--- config.mk ---
export PLATFORM = sky130hd
export DESIGN_NAME = norm_top
export DESIGN_NICKNAME = d
export VERILOG_FILES = /design/src/source/norm_pkg.sv /design/src/source/norm_top.sv /design/src/source/norm_output_stage.sv /design/src/source/norm_sequencer.sv /design/src/source/norm_datapath.sv
export SDC_FILE = /design/constraint.sdc
export NUM_CORES = 1
export LEC_CHECK = 0
export ABC_AREA = 1
export BUFFER_PORTS_ARGS = -buffer_cell sky130_fd_sc_hd__buf_2
export CORE_MARGIN = 3
export CORE_UTILIZATION = 50
export DETAILED_ROUTE_END_ITERATION = 16
export GPL_TIMING_DRIVEN = 1
export HOLD_SLACK_MARGIN = 0.06
export PLACE_DENSITY = 0.73
export SYNTH_ARGS = -nofsm -noshare
export SYNTH_HDL_FRONTEND = slang
export SYNTH_SLANG_ARGS = --single-unit
--- constraint.sdc ---
create_clock -name clk -period 3.6 [get_ports clk]
set_input_delay 0.18 -clock clk [delete_from_list [all_inputs] [get_ports clk]]
set_output_delay 0.18 -clock clk [all_outputs]
set_load 0.005 [all_outputs]
--- src/source/norm_pkg.sv ---
// shared widths and the column type for the normalization block
// that sits behind the systolic matrix-multiply array
package norm_pkg;

    // width of one lane value
    localparam int dwidth = 8;

    // lanes per column, which is also the number of columns in one burst
    localparam int mat_mul_size = 4;

    // one mask bit per lane, set means the lane is normalized
    localparam int mask_width = mat_mul_size;

    // the column counter only has to reach mat_mul_size minus one
    localparam int count_width = 2;

    // counter value that marks the last column of a burst
    localparam logic [count_width-1:0] last_count = count_width'(mat_mul_size - 1);

    // one column of the array output, read either as a single word
    // or as separate lanes
    // lane 0 sits in the low bits of the flat word
    typedef union packed {
        logic [mat_mul_size*dwidth-1:0] flat;
        logic [mat_mul_size-1:0][dwidth-1:0] lane;
    } column_t;

endpackage
--- src/source/norm_top.sv ---
`timescale 1ns/10ps

// normalization block that follows the systolic matrix-multiply array
// each lane of a column has the mean subtracted and is then scaled by
// the inverse variance, both in 8-bit wrap-around arithmetic
// there is no ready signal, every presented column is accepted
module norm_top (
    input  logic                              clk,
    input  logic                              arst_n,
    input  logic                              enable_norm,
    input  logic [norm_pkg::dwidth-1:0]       mean,
    input  logic [norm_pkg::dwidth-1:0]       inv_var,
    input  logic                              in_valid,
    input  norm_pkg::column_t                 in_data,
    input  logic [norm_pkg::mask_width-1:0]   validity_mask,
    output logic                              out_valid,
    output norm_pkg::column_t                 out_data,
    output logic                              done
);

    // result of the second datapath stage
    norm_pkg::column_t norm_data;

    // controls from the sequencer to the output register
    logic sel_norm;
    logic next_valid;
    logic next_done;

    // two pipelined lane stages, subtract then multiply
    norm_datapath datapath_i (
        .clk           (clk),
        .arst_n        (arst_n),
        .in_valid      (in_valid),
        .in_data       (in_data),
        .validity_mask (validity_mask),
        .mean          (mean),
        .inv_var       (inv_var),
        .norm_data     (norm_data)
    );

    // counts columns and tracks them through the datapath
    norm_sequencer sequencer_i (
        .clk         (clk),
        .arst_n      (arst_n),
        .enable_norm (enable_norm),
        .in_valid    (in_valid),
        .sel_norm    (sel_norm),
        .next_valid  (next_valid),
        .next_done   (next_done)
    );

    // the raw column goes straight here for the bypass path
    norm_output_stage output_stage_i (
        .clk        (clk),
        .arst_n     (arst_n),
        .sel_norm   (sel_norm),
        .next_valid (next_valid),
        .next_done  (next_done),
        .norm_data  (norm_data),
        .in_data    (in_data),
        .out_valid  (out_valid),
        .done       (done),
        .out_data   (out_data)
    );

endmodule

--- src/source/norm_output_stage.sv ---
`timescale 1ns/10ps

// output register of the normalization block
// it takes either the normalized column or the raw input column
// and registers data, valid and done together
module norm_output_stage (
    input  logic              clk,
    input  logic              arst_n,
    input  logic              sel_norm,
    input  logic              next_valid,
    input  logic              next_done,
    input  norm_pkg::column_t norm_data,
    input  norm_pkg::column_t in_data,
    output logic              out_valid,
    output logic              done,
    output norm_pkg::column_t out_data
);

    // the column that would be loaded on this edge
    logic [norm_pkg::mat_mul_size*norm_pkg::dwidth-1:0] next_data;

    // the raw column is used in bypass mode and arrives one edge later
    assign next_data = sel_norm ? norm_data.flat : in_data.flat;

    // out_data only changes when a column is presented,
    // between columns it keeps the last one
    always_ff @(posedge clk or negedge arst_n) begin
        if (!arst_n) begin
            out_data.flat <= '0;
        end else if (next_valid) begin
            out_data.flat <= next_data;
        end
    end

    // valid and done are plain strobes, loaded on every edge
    always_ff @(posedge clk or negedge arst_n) begin
        if (!arst_n) begin
            out_valid <= 1'b0;
            done      <= 1'b0;
        end else begin
            out_valid <= next_valid;
            done      <= next_done;
        end
    end

endmodule

--- src/source/norm_sequencer.sv ---
`timescale 1ns/10ps

// column sequencer for the normalization block
// it runs beside the lane datapath and tells the output stage when a
// column is ready, which source to take and when a burst has ended
module norm_sequencer (
    input  logic clk,
    input  logic arst_n,
    input  logic enable_norm,
    input  logic in_valid,
    output logic sel_norm,
    output logic next_valid,
    output logic next_done
);

    // registered copy of the enable
    logic mode_q;

    // number of enabled columns seen so far in the current burst
    logic [norm_pkg::count_width-1:0] col_count;

    // a column that enters the normalizing pipeline
    logic col_accept;

    // this column closes the burst
    logic col_last;

    // bit 0 follows stage one of the datapath, bit 1 follows stage two
    logic [1:0] valid_pipe;

    // end of burst flag that travels with each valid bit
    logic [1:0] last_pipe;

    assign col_accept = in_valid & enable_norm;
    assign col_last   = col_accept && (col_count == norm_pkg::last_count);

    // the counter wraps on its own after the last column of a burst
    // gaps between columns simply leave it where it is
    always_ff @(posedge clk or negedge arst_n) begin
        if (!arst_n) begin
            col_count <= '0;
        end else if (!enable_norm) begin
            col_count <= '0;
        end else if (in_valid) begin
            col_count <= col_count + 1'b1;
        end
    end

    // valid and last shift in step with the two datapath stages
    always_ff @(posedge clk or negedge arst_n) begin
        if (!arst_n) begin
            valid_pipe <= '0;
            last_pipe  <= '0;
        end else begin
            valid_pipe <= {valid_pipe[0], col_accept};
            last_pipe  <= {last_pipe[0], col_last};
        end
    end

    always_ff @(posedge clk or negedge arst_n) begin
        if (!arst_n) begin
            mode_q <= 1'b0;
        end else begin
            mode_q <= enable_norm;
        end
    end

    // normalized data needs three edges to arrive, so the registered
    // enable covers it, while a falling enable must switch the output
    // to the raw column at once for the first bypassed column
    assign sel_norm = mode_q & enable_norm;

    // the enable only moves while the pipeline is empty, so the live
    // level picks the right valid and done for whatever is arriving
    assign next_valid = enable_norm ? valid_pipe[1] : in_valid;

    // with the block disabled done is held high
    assign next_done = enable_norm ? last_pipe[1] : 1'b1;

endmodule

--- src/source/norm_datapath.sv ---
`timescale 1ns/10ps

// lane datapath of the normalization block
// stage one subtracts the mean, stage two scales by the inverse variance
// lanes whose mask bit is clear are carried through both stages unchanged
module norm_datapath (
    input  logic                              clk,
    input  logic                              arst_n,
    input  logic                              in_valid,
    input  norm_pkg::column_t                 in_data,
    input  logic [norm_pkg::mask_width-1:0]   validity_mask,
    input  logic [norm_pkg::dwidth-1:0]       mean,
    input  logic [norm_pkg::dwidth-1:0]       inv_var,
    output norm_pkg::column_t                 norm_data
);

    // stage one results, one lane per mask bit
    norm_pkg::column_t s1_data;

    // mask of the column held in stage one
    logic [norm_pkg::mask_width-1:0] s1_mask;

    // stage one holds a fresh column that stage two must pick up
    logic s1_valid;

    // stage two results, which feed the output stage directly
    norm_pkg::column_t s2_data;

    // the strobe for stage two is the input strobe one cycle late
    always_ff @(posedge clk or negedge arst_n) begin
        if (!arst_n) begin
            s1_valid <= 1'b0;
        end else begin
            s1_valid <= in_valid;
        end
    end

    // stage one loads only on a strobe and holds its column otherwise
    always_ff @(posedge clk) begin
        if (in_valid) begin
            s1_mask <= validity_mask;
            for (int i = 0; i < norm_pkg::mat_mul_size; i++) begin
                // the subtraction wraps in 8 bits, so no sign handling
                if (validity_mask[i]) begin
                    s1_data.lane[i] <= in_data.lane[i] - mean;
                end else begin
                    s1_data.lane[i] <= in_data.lane[i];
                end
            end
        end
    end

    // stage two uses the mask that was captured with the column,
    // not the mask that is on the input port now
    always_ff @(posedge clk) begin
        if (s1_valid) begin
            for (int i = 0; i < norm_pkg::mat_mul_size; i++) begin
                // only the low 8 bits of the product are kept
                if (s1_mask[i]) begin
                    s2_data.lane[i] <= s1_data.lane[i] * inv_var;
                end else begin
                    s2_data.lane[i] <= s1_data.lane[i];
                end
            end
        end
    end

    // mean and inv_var are not staged, they stay stable over a burst
    assign norm_data = s2_data;

endmodule

# == Yosys cells after proc, flatten, opt, wreduce, memory -nomap -nowiden ==
# Cells that the tools add are included.
# word_totals
elab_cells,38
ff_bits,110
input_bits,56
# op_classes
n_mux,13
multipliers,4
n_reduce_logical,1
eq_ne,2
n_bitwise,2
add_sub_neg,5
# op_table
operator,count
$mux 8,8
$mul 8x8->8,4
$mux 32,1
$sub 8x8->8,4
$mux 2,2
$add 2x1->2 const B,1
$and 1x1->1,2
$eq 2x2->1 const B,1
$mux 1,2
$ne 2x1->1 const B,1
$logic_and 1x1->1,1

# == Depth between registers and ports, before layout ==
# Gate-level depths: netlist of the first run.
# logic_depth
depth_word,3
depth_mapped,25
depth_no_buf,23

# == Cells and area by module ==
# A second synthesis of the first run with hierarchy kept.
# hier_totals
cells_unflattened,1420
hier_area_um2,10293.6
# by_module_without_submodules
mod,area_per_inst_um2,seq_area_each_um2,cells_each,instances
norm_datapath,8161.6,2067.0,1119,1
norm_output_stage,1858.0,850.8,274,1
norm_sequencer,274.0,175.2,27,1

# == Worst setup path after synthesis of the first run ==
# No wires, ideal clock.
# synth_path
path_kind,input to register
from,in inv_var[4] in the netlist's numbering
to,reg datapath_i.s2_data (netlist bit datapath_i.norm_data[23]) (data pin)
n_path_buf,2
t_required_ns,3.347
arrival_ns,3.820
path_slack_ns,-0.472
stages,23
path_cell_list,buf_2 -> buf_1 -> nand2_1 -> fa_1 -> fa_1 -> inv_1 -> fa_1 -> inv_1 -> fa_1 -> inv_1 -> ha_1 -> a21oi_1 -> nand2_1 -> nand2_1 -> nand2_1 -> inv_1 -> nand2_1 -> nand2_1 -> inv_1 -> nand2_1 -> nand2_1 -> nand2_1 -> nand2_1
# synth_between
elab_chain_cells,2
# synth_rtl
item,line,text
start: declaration,norm_top.sv:12,"input logic [norm_pkg::dwidth-1:0] inv_var,"
$mul 8x8->8,norm_datapath.sv:60,s2_data.lane[i] <= s1_data.lane[i] * inv_var;
$mux 8,norm_datapath.sv:59,if (s1_mask[i]) begin
end: declaration,norm_datapath.sv:27,norm_pkg::column_t s2_data;
# No other way between the ends.
# A chain may end at the register's enable or synchronous reset.

# == Final worst setup path of the first run ==
# layout_path
from,reg datapath_i.s1_data[9] in the netlist's numbering
to,reg datapath_i.s2_data (netlist bit datapath_i.norm_data[15]) (data pin)
# layout_between
elab_chain_cells,2
# layout_rtl
item,line,text
start: declaration,norm_datapath.sv:18,norm_pkg::column_t s1_data;
$mul 8x8->8,norm_datapath.sv:60,
$mux 8,norm_datapath.sv:59,
# No other way between the ends.

==> impl_metrics.csv, run 1 <==
group,metric,value,unit
logic_synthesis,netlist_instances,1327,
logic_synthesis,ys_ff_latch,110,
die,boundaryPins,90,
detailed_routing,drtIter0Drc,490,
detailed_routing,wirelength,24700,um
die,rows,50,
logic_synthesis,syn_area,9870,um^2
detailed_routing,wire_per_inst,14.3,um
detailed_routing,vias,8710,
timing,fmax,264,MHz
worst_setup_path,critPathMaxFanout,3,
layout,utilization,0.612,
global_route,grt_antenna_before_repair,0,
detailed_routing,viasPerCell,5.05,
outcome,violations,"setup timing",
timing,tightest_slew,1020,ps
timing,rsz0062_at_grt,"true",
die,dieArea,21500,um^2
clock_tree,cts_inserted_buffers,9,
global_route,grt-ovfl-total,0,
clock_tree,clk_latency,370,ps
power,p_leak,6.44,nW
logic_synthesis,syn-num-nets,1528,
worst_setup_path,endpoint_kind,"register",
timing,fin_crit_sh,1.05,
layout,synthToLayoutAreaGrowth,17.9,%
clock_tree,clock_sinks,110,
layout,layout.cells.most_common,"nand2_1",
layout,layout-drive-gt1-share,0.171,
hold_path,hold_path.class,"in2reg",
timing,fin_crit,3780,ps
flow_run,drv_cap,0,
clock_tree,path_clk_slew,70,ps
timing,max_slew_margin,0.322,
placed_design,gp_congestion,0.917,
die,core_area,19000,um^2
clock_tree,clockBufferDepth,2,
logic_synthesis,ys_seq_area_frac,0.313,
worst_setup_path,crit_slowest_cell,"fa_1",
power,vdd_drop_max,0.000247,V
logic_synthesis,yosysWarnings,0,
outcome,outcome,"complete, but fails checks",
worst_setup_path,cp_data_arrival_time,3910,ps
logic_synthesis,avgSynthCellArea,7.44,um^2
worst_setup_path,criticalPathCategory,"reg2reg",
layout,final_cell_mix,"489 x nand2_1, 239 x inv_1, 89 x buf_2",
power,power_density,461,nW/um^2
die,die_w,146,um
worst_setup_path,start_kind,"register",
timing,final_max_slew_viol_count,0,
clock_tree,htree_levels,3,
worst_setup_path,worstPathRequired,3720,ps
placed_design,dpl.hpwl,19100,um
layout,diodes,0,
global_route,grt_max_degree,43,
global_route,grt.total_usage,0.236,
global_route,grt_pass1_vias,8444,
detailed_routing,dr.pass1.iters,5,
clock_tree,clockRootBuffer,"clkbuf_16",
worst_setup_path,slowest_delay,530,ps
die,fp.dieH,146,um
timing,setup_viol,4,
detailed_routing,ant_nets,0,
timing,worst_slack,-183,ps
die,start_util,0.519,
timing,tns,-467,ps
placed_design,portBuffers,89,
worst_setup_path,crit_chain,"nand2_2, fa_2, fa_1, inv_1, fa_1, inv_1, fa_1, inv_2, ha_4, a21oi_4, nand2_1, nand2_2, nand2_4, xnor2_2, nand2_1, nand3_1, nand2_1",
worst_setup_path,reg2reg_slack,-180,ps
clock_tree,cts_tree,"built",
timing,skew,9.81,ps
layout,fill_cells,1709,
global_route,grt_pass1_wl,40700,um
layout,layout.nets,1661,
hold_path,hold_depth,1,
timing,finalHoldViolations,0,
logic_synthesis,yosysUniqueCellTypes,30,
worst_setup_path,reg2reg_depth,17,
detailed_routing,drc,0,
what timing repair did:
action | CTS | global route
hold buffers | 2 | 0
endpoints found under the hold margin | 43 | 0
buffers inserted | 8 | 3
setup endpoints to repair | 6 | 8
pin swaps | 32 | 10
resized for setup | 17 | 30
critical path: cells and delay by family, from the launching register on:
kind,cells,cell delay (ps)
buffers and inverters,3,150
DFF,1,430
and+or+nand+nor,7,530
AOI/OAI and AO/OA,1,140
xor gates and xnor gates,1,170
adders and majority gates,5,2130
cell usage after synthesis:
cell	n	area share
nand2_2	5	0.0032
edfxtp_1	68	0.21
buf_2	21	0.011
nor2_2	1	0.00063
ha_1	93	0.12
a21oi_1	28	0.014
xor2_1	11	0.0098
nand3_1	68	0.034
o21ai_1	1	0.00051
fa_1	52	0.11
xnor2_1	14	0.012
inv_2	1	0.00038
buf_1	1	0.00038
nand3_4	1	0.0018
nand4_1	5	0.0032
inv_1	252	0.096
dfrtp_1	42	0.11
o21ai_0	33	0.017
nand3b_1	12	0.0091
nand2_4	1	0.0011
a21boi_0	4	0.0030
nand2_1	502	0.19
or2_2	4	0.0025
clkbuf_1	16	0.0061
buf_6	1	0.0011
a31oi_1	32	0.020
buf_4	5	0.0038
nor2_1	48	0.018
clkinv_1	4	0.0015
nand3_2	1	0.0010
area by class of cell:
type / instances / area (um^2) / area share
clock buffers: 9 / 225 / 0.0194
repair buffers: 166 / 1110 / 0.0954
clock inverters: 7 / 78.8 / 0.00677
multi-input cells: 916 / 5840 / 0.502
inverters: 257 / 965 / 0.0829
well taps: 260 / 325 / 0.0280
flip-flops and latches: 110 / 3090 / 0.266
sequential cells by signal, summed over array words and instances (netlist names):
| register | flops |
|---|---|
| sequencer_i.mode_q | 1 |
| sequencer_i.valid_pipe | 2 |
| datapath_i.s1_mask | 4 |
| output_stage_i.out_data | 32 |
| output_stage_i.done | 1 |
| sequencer_i.col_count | 2 |
| output_stage_i.out_valid | 1 |
| datapath_i.s1_data | 32 |
| datapath_i.s1_valid | 1 |
| sequencer_i.last_pipe | 2 |
| datapath_i.norm_data | 32 |
per-stage QoR:
step           instances  instance area, um^2  hold slack [ps]  worst slack (ps)  power, mW
3_5_place_dp        1696                11100              337              -360       4.15
6_report            1725                11600             93.1              -183       5.36
2_1_floorplan       1327                10000             -116             -28.1       3.39
4_1_cts             1722                11500             80.5              -141       5.28
5_1_grt             1725                11600             97.6              -374       5.84
3_3_place_gp        1696                11100              335              -191       4.05
per-layer routing:
layer | global-route usage | up-vias | part of all wire | routed length [um]
met5 | 0 | - | 0 | 0
met4 | 0.0889 | 0 | 0.035 | 853
met3 | 0.0298 | 54 | 0.057 | 1400
met2 | 0.412 | 249 | 0.50 | 12300
met1 | 0.299 | 4049 | 0.41 | 10200
li1 | - | 4358 | - | -
cell families after synthesis:
kind of cell,synth area share
AO/OA/AOI/OAI,0.0548
XOR/XNOR,0.0222
adder cells (fa/ha/maj),0.223
buffers and inverters,0.120
flip-flops,0.313
AND/OR/NAND/NOR,0.266
final timing paths:
check	from	to
worst min register to register	sequencer_i.last_pipe[0]	sequencer_i.last_pipe[1]
worst max-delay path	datapath_i.s1_data[9]	datapath_i.norm_data[15]
worst min-delay path	validity_mask[2]	datapath_i.s1_mask[2]
max in group asynchronous	arst_n	output_stage_i.out_data[9]
min in group asynchronous	arst_n	output_stage_i.out_data[0]
worst max register to register	datapath_i.s1_data[9]	datapath_i.norm_data[15]
report_power, final:
part	total, mW	internal [mW]	leakage [nW]	switching (mW)
Combinational	2.63	1.18	5.14	1.45
Sequential	1.69	1.59	1.15	0.103
Clock	1.04	0.549	0.151	0.490
Total	5.36	3.32	6.44	2.05
Power figures use the tool's default switching activity.
==> inputs of run 2 (changes only) <==
- PLACE_DENSITY: 0.73 -> 0.78
==> run 2 against run 1 <==
  * Die area is the same
  * The flow still finishes with violations (setup timing)
  * Power grew 3.2%
  * Clock-buffer cell count is the same
==> impl_metrics.csv, run 2 (synthesis gave the netlist of run 1 again) <==
group,metric,value,unit
worst_setup_path,critical_path_buf_inv_count,5,
worst_setup_path,criticalPathCategory,"reg2reg",
layout,layout.nets,1665,
worst_setup_path,critPathMaxFanout,3,
outcome,violations,"setup timing",
worst_setup_path,reg2reg_depth,21,
timing,fin_crit_sh,1.06,
hold_path,hold_path.class,"in2reg",
detailed_routing,dr.pass1.iters,5,
detailed_routing,drtIter0Drc,608,
worst_setup_path,start_kind,"register",
worst_setup_path,crit_slowest_cell,"fa_1",
global_route,grt_pass1_vias,8543,
detailed_routing,wire_per_inst,14.7,um
timing,tightest_slew,1130,ps
worst_setup_path,cp_data_arrival_time,3930,ps
placed_design,portBuffers,89,
power,power_density,474,nW/um^2
layout,fill_cells,1637,
die,core_area,19000,um^2
die,die_w,146,um
detailed_routing,viasPerCell,5.16,
detailed_routing,vias,8925,
flow_run,drv_cap,0,
worst_setup_path,slowest_delay,500,ps
worst_setup_path,worstPathRequired,3720,ps
timing,fin_crit,3810,ps
clock_tree,clockBufferDepth,2,
detailed_routing,met3_length,1370,um
layout,diodes,0,
layout,layout.cells.most_common,"nand2_1",
outcome,outcome,"complete, but fails checks",
placed_design,gp_congestion,0.931,
clock_tree,clock_sinks,110,
worst_setup_path,crit_chain,"nand2_1, fa_2, fa_1, inv_1, fa_1, inv_2, fa_1, inv_2, ha_4, a21oi_4, nand2_1, nand2_1, nand2_1, inv_1, nand2_1, nand2_1, inv_1, nand2_1, nand2_1, nand2_1, nand2_1",
power,vdd_drop_max,0.000259,V
timing,max_slew_margin,0.246,
worst_setup_path,crit_top_cell,"nand2_1",
layout,synthToLayoutAreaGrowth,18.3,%
timing,skew,8.73,ps
die,boundaryPins,90,
layout,final_cell_mix,"489 x nand2_1, 241 x inv_1, 89 x buf_2",
die,fp.dieH,146,um
placed_design,dpl.hpwl,19400,um
worst_setup_path,reg2reg_slack,-210,ps
hold_path,hold_depth,1,
power,p_leak,6.46,nW
detailed_routing,drc,0,
layout,layout-drive-gt1-share,0.172,
timing,rsz0062_at_grt,"true",
detailed_routing,top_layer,"met4",
timing,final_max_slew_viol_count,0,
placed_design,placed_cell_area,11000,um^2
worst_setup_path,path_delay_family,"adder cells",
die,dieArea,21500,um^2
timing,fmax,262,MHz
global_route,grt.total_usage,0.233,
die,rows,50,
worst_setup_path,endpoint_kind,"register",
hold_path,hp-start,"validity_mask[3]",
detailed_routing,wirelength,25400,um
timing,worst_slack,-214,ps
die,start_util,0.519,
global_route,grt-ovfl-total,0,
timing,setup_viol,5,
worst_setup_path,r2r-end,"datapath_i.norm_data[23]",
clock_tree,clockRootBuffer,"clkbuf_16",
global_route,grt_max_degree,66,
worst_setup_path,r2r_start,"datapath_i.s1_data[18]",
clock_tree,htree_levels,3,
clock_tree,cts_inserted_buffers,9,
detailed_routing,ant_nets,0,
clock_tree,cts_tree,"built",
detailed_routing,drt-met1-wl,10400,um
power,p_total,5.53,mW
global_route,grt_pass1_wl,40500,um
detailed_routing,met2_length,12700,um
hold_path,holdPathEnd,"datapath_i.s1_mask[3]",
layout,final_area,11700,um^2
clock_tree,clk_latency,360,ps
global_route,grt_antenna_before_repair,0,
timing,finalHoldViolations,0,
clock_tree,path_clk_slew,70,ps
[run 2: changes by cell type in the layout (fill, tap and decap cells not counted), sizes merged]
cell,before,now
buf,164,168
bufinv,1,2
inv,256,255
[run 2: cell type report]
| class | count | area [um^2] | share of cell area |
|---|---|---|---|
| clock buffer | 9 | 225 | 0.0193 |
| clock inverter | 7 | 95.1 | 0.00815 |
| inverter | 257 | 965 | 0.0827 |
| multi-input combinational | 916 | 5860 | 0.502 |
| sequential | 110 | 3090 | 0.265 |
| tap | 260 | 325 | 0.0279 |
| timing repair buffer | 170 | 1110 | 0.0949 |
[run 2: worst max-delay path by stage]
stage	start	endpoint	slack [ps]	cells after the start
2_1_floorplan	inv_var[2]	datapath_i.norm_data[23]	-30	23
3_3_place_gp	inv_var[3]	datapath_i.norm_data[23]	-180	22
3_5_place_dp	inv_var[3]	datapath_i.norm_data[23]	-280	22
4_1_cts	datapath_i.s1_data[17]	datapath_i.norm_data[23]	-120	21
5_1_grt	datapath_i.s1_data[18]	datapath_i.norm_data[23]	-410	21
6_report	datapath_i.s1_data[18]	datapath_i.norm_data[23]	-210	21
[run 2: power by group]
group / switching [mW] / leakage, nW / total, mW / internal, mW
Combinational: 1.51 / 5.15 / 2.74 / 1.23
Sequential: 0.113 / 1.15 / 1.70 / 1.59
Clock: 0.480 / 0.158 / 1.09 / 0.613
Total: 2.10 / 6.46 / 5.53 / 3.43
[run 2: worst reg2reg max path: stages, from the launching register on]
cell and delay (ps):
edfxtp_1 430, nand2_1 120, fa_2 380, fa_1 490
inv_1 50, fa_1 500, inv_2 40, fa_1 500
inv_2 50, ha_4 250, a21oi_4 120, nand2_1 60
nand2_1 50, nand2_1 60, inv_1 50, nand2_1 50
nand2_1 90, inv_1 60, nand2_1 60, nand2_1 60
nand2_1 60, nand2_1 50
[run 2: stage by stage]
stage	worst slack [ps]	TNS, ps	utilization	hold WS, ps	cells
6_report	-214	-588	0.614	98.1	1729
5_1_grt	-414	-1490	0.614	99.5	1729
3_5_place_dp	-282	-1290	0.580	341	1696
3_3_place_gp	-175	-639	0.580	331	1696
4_1_cts	-124	-456	0.606	90.1	1726
2_1_floorplan	-28.1	-28.1	-	-116	1327
[run 2: timing repair]
action / in CTS / in global routing
hold buffers: 2 / 0
endpoints found under the setup margin: 5 / 10
buffers inserted: 12 / 3
hold endpoints to repair: 43 / 0
resized for setup: 17 / 27
pin swaps: 27 / 18
[run 2: metal layers]
layer	track usage	vias to the layer above
li1	-	4371
met1	0.287	4209
met2	0.414	278
met3	0.0267	67
met4	0.0992	0
met5	0	-
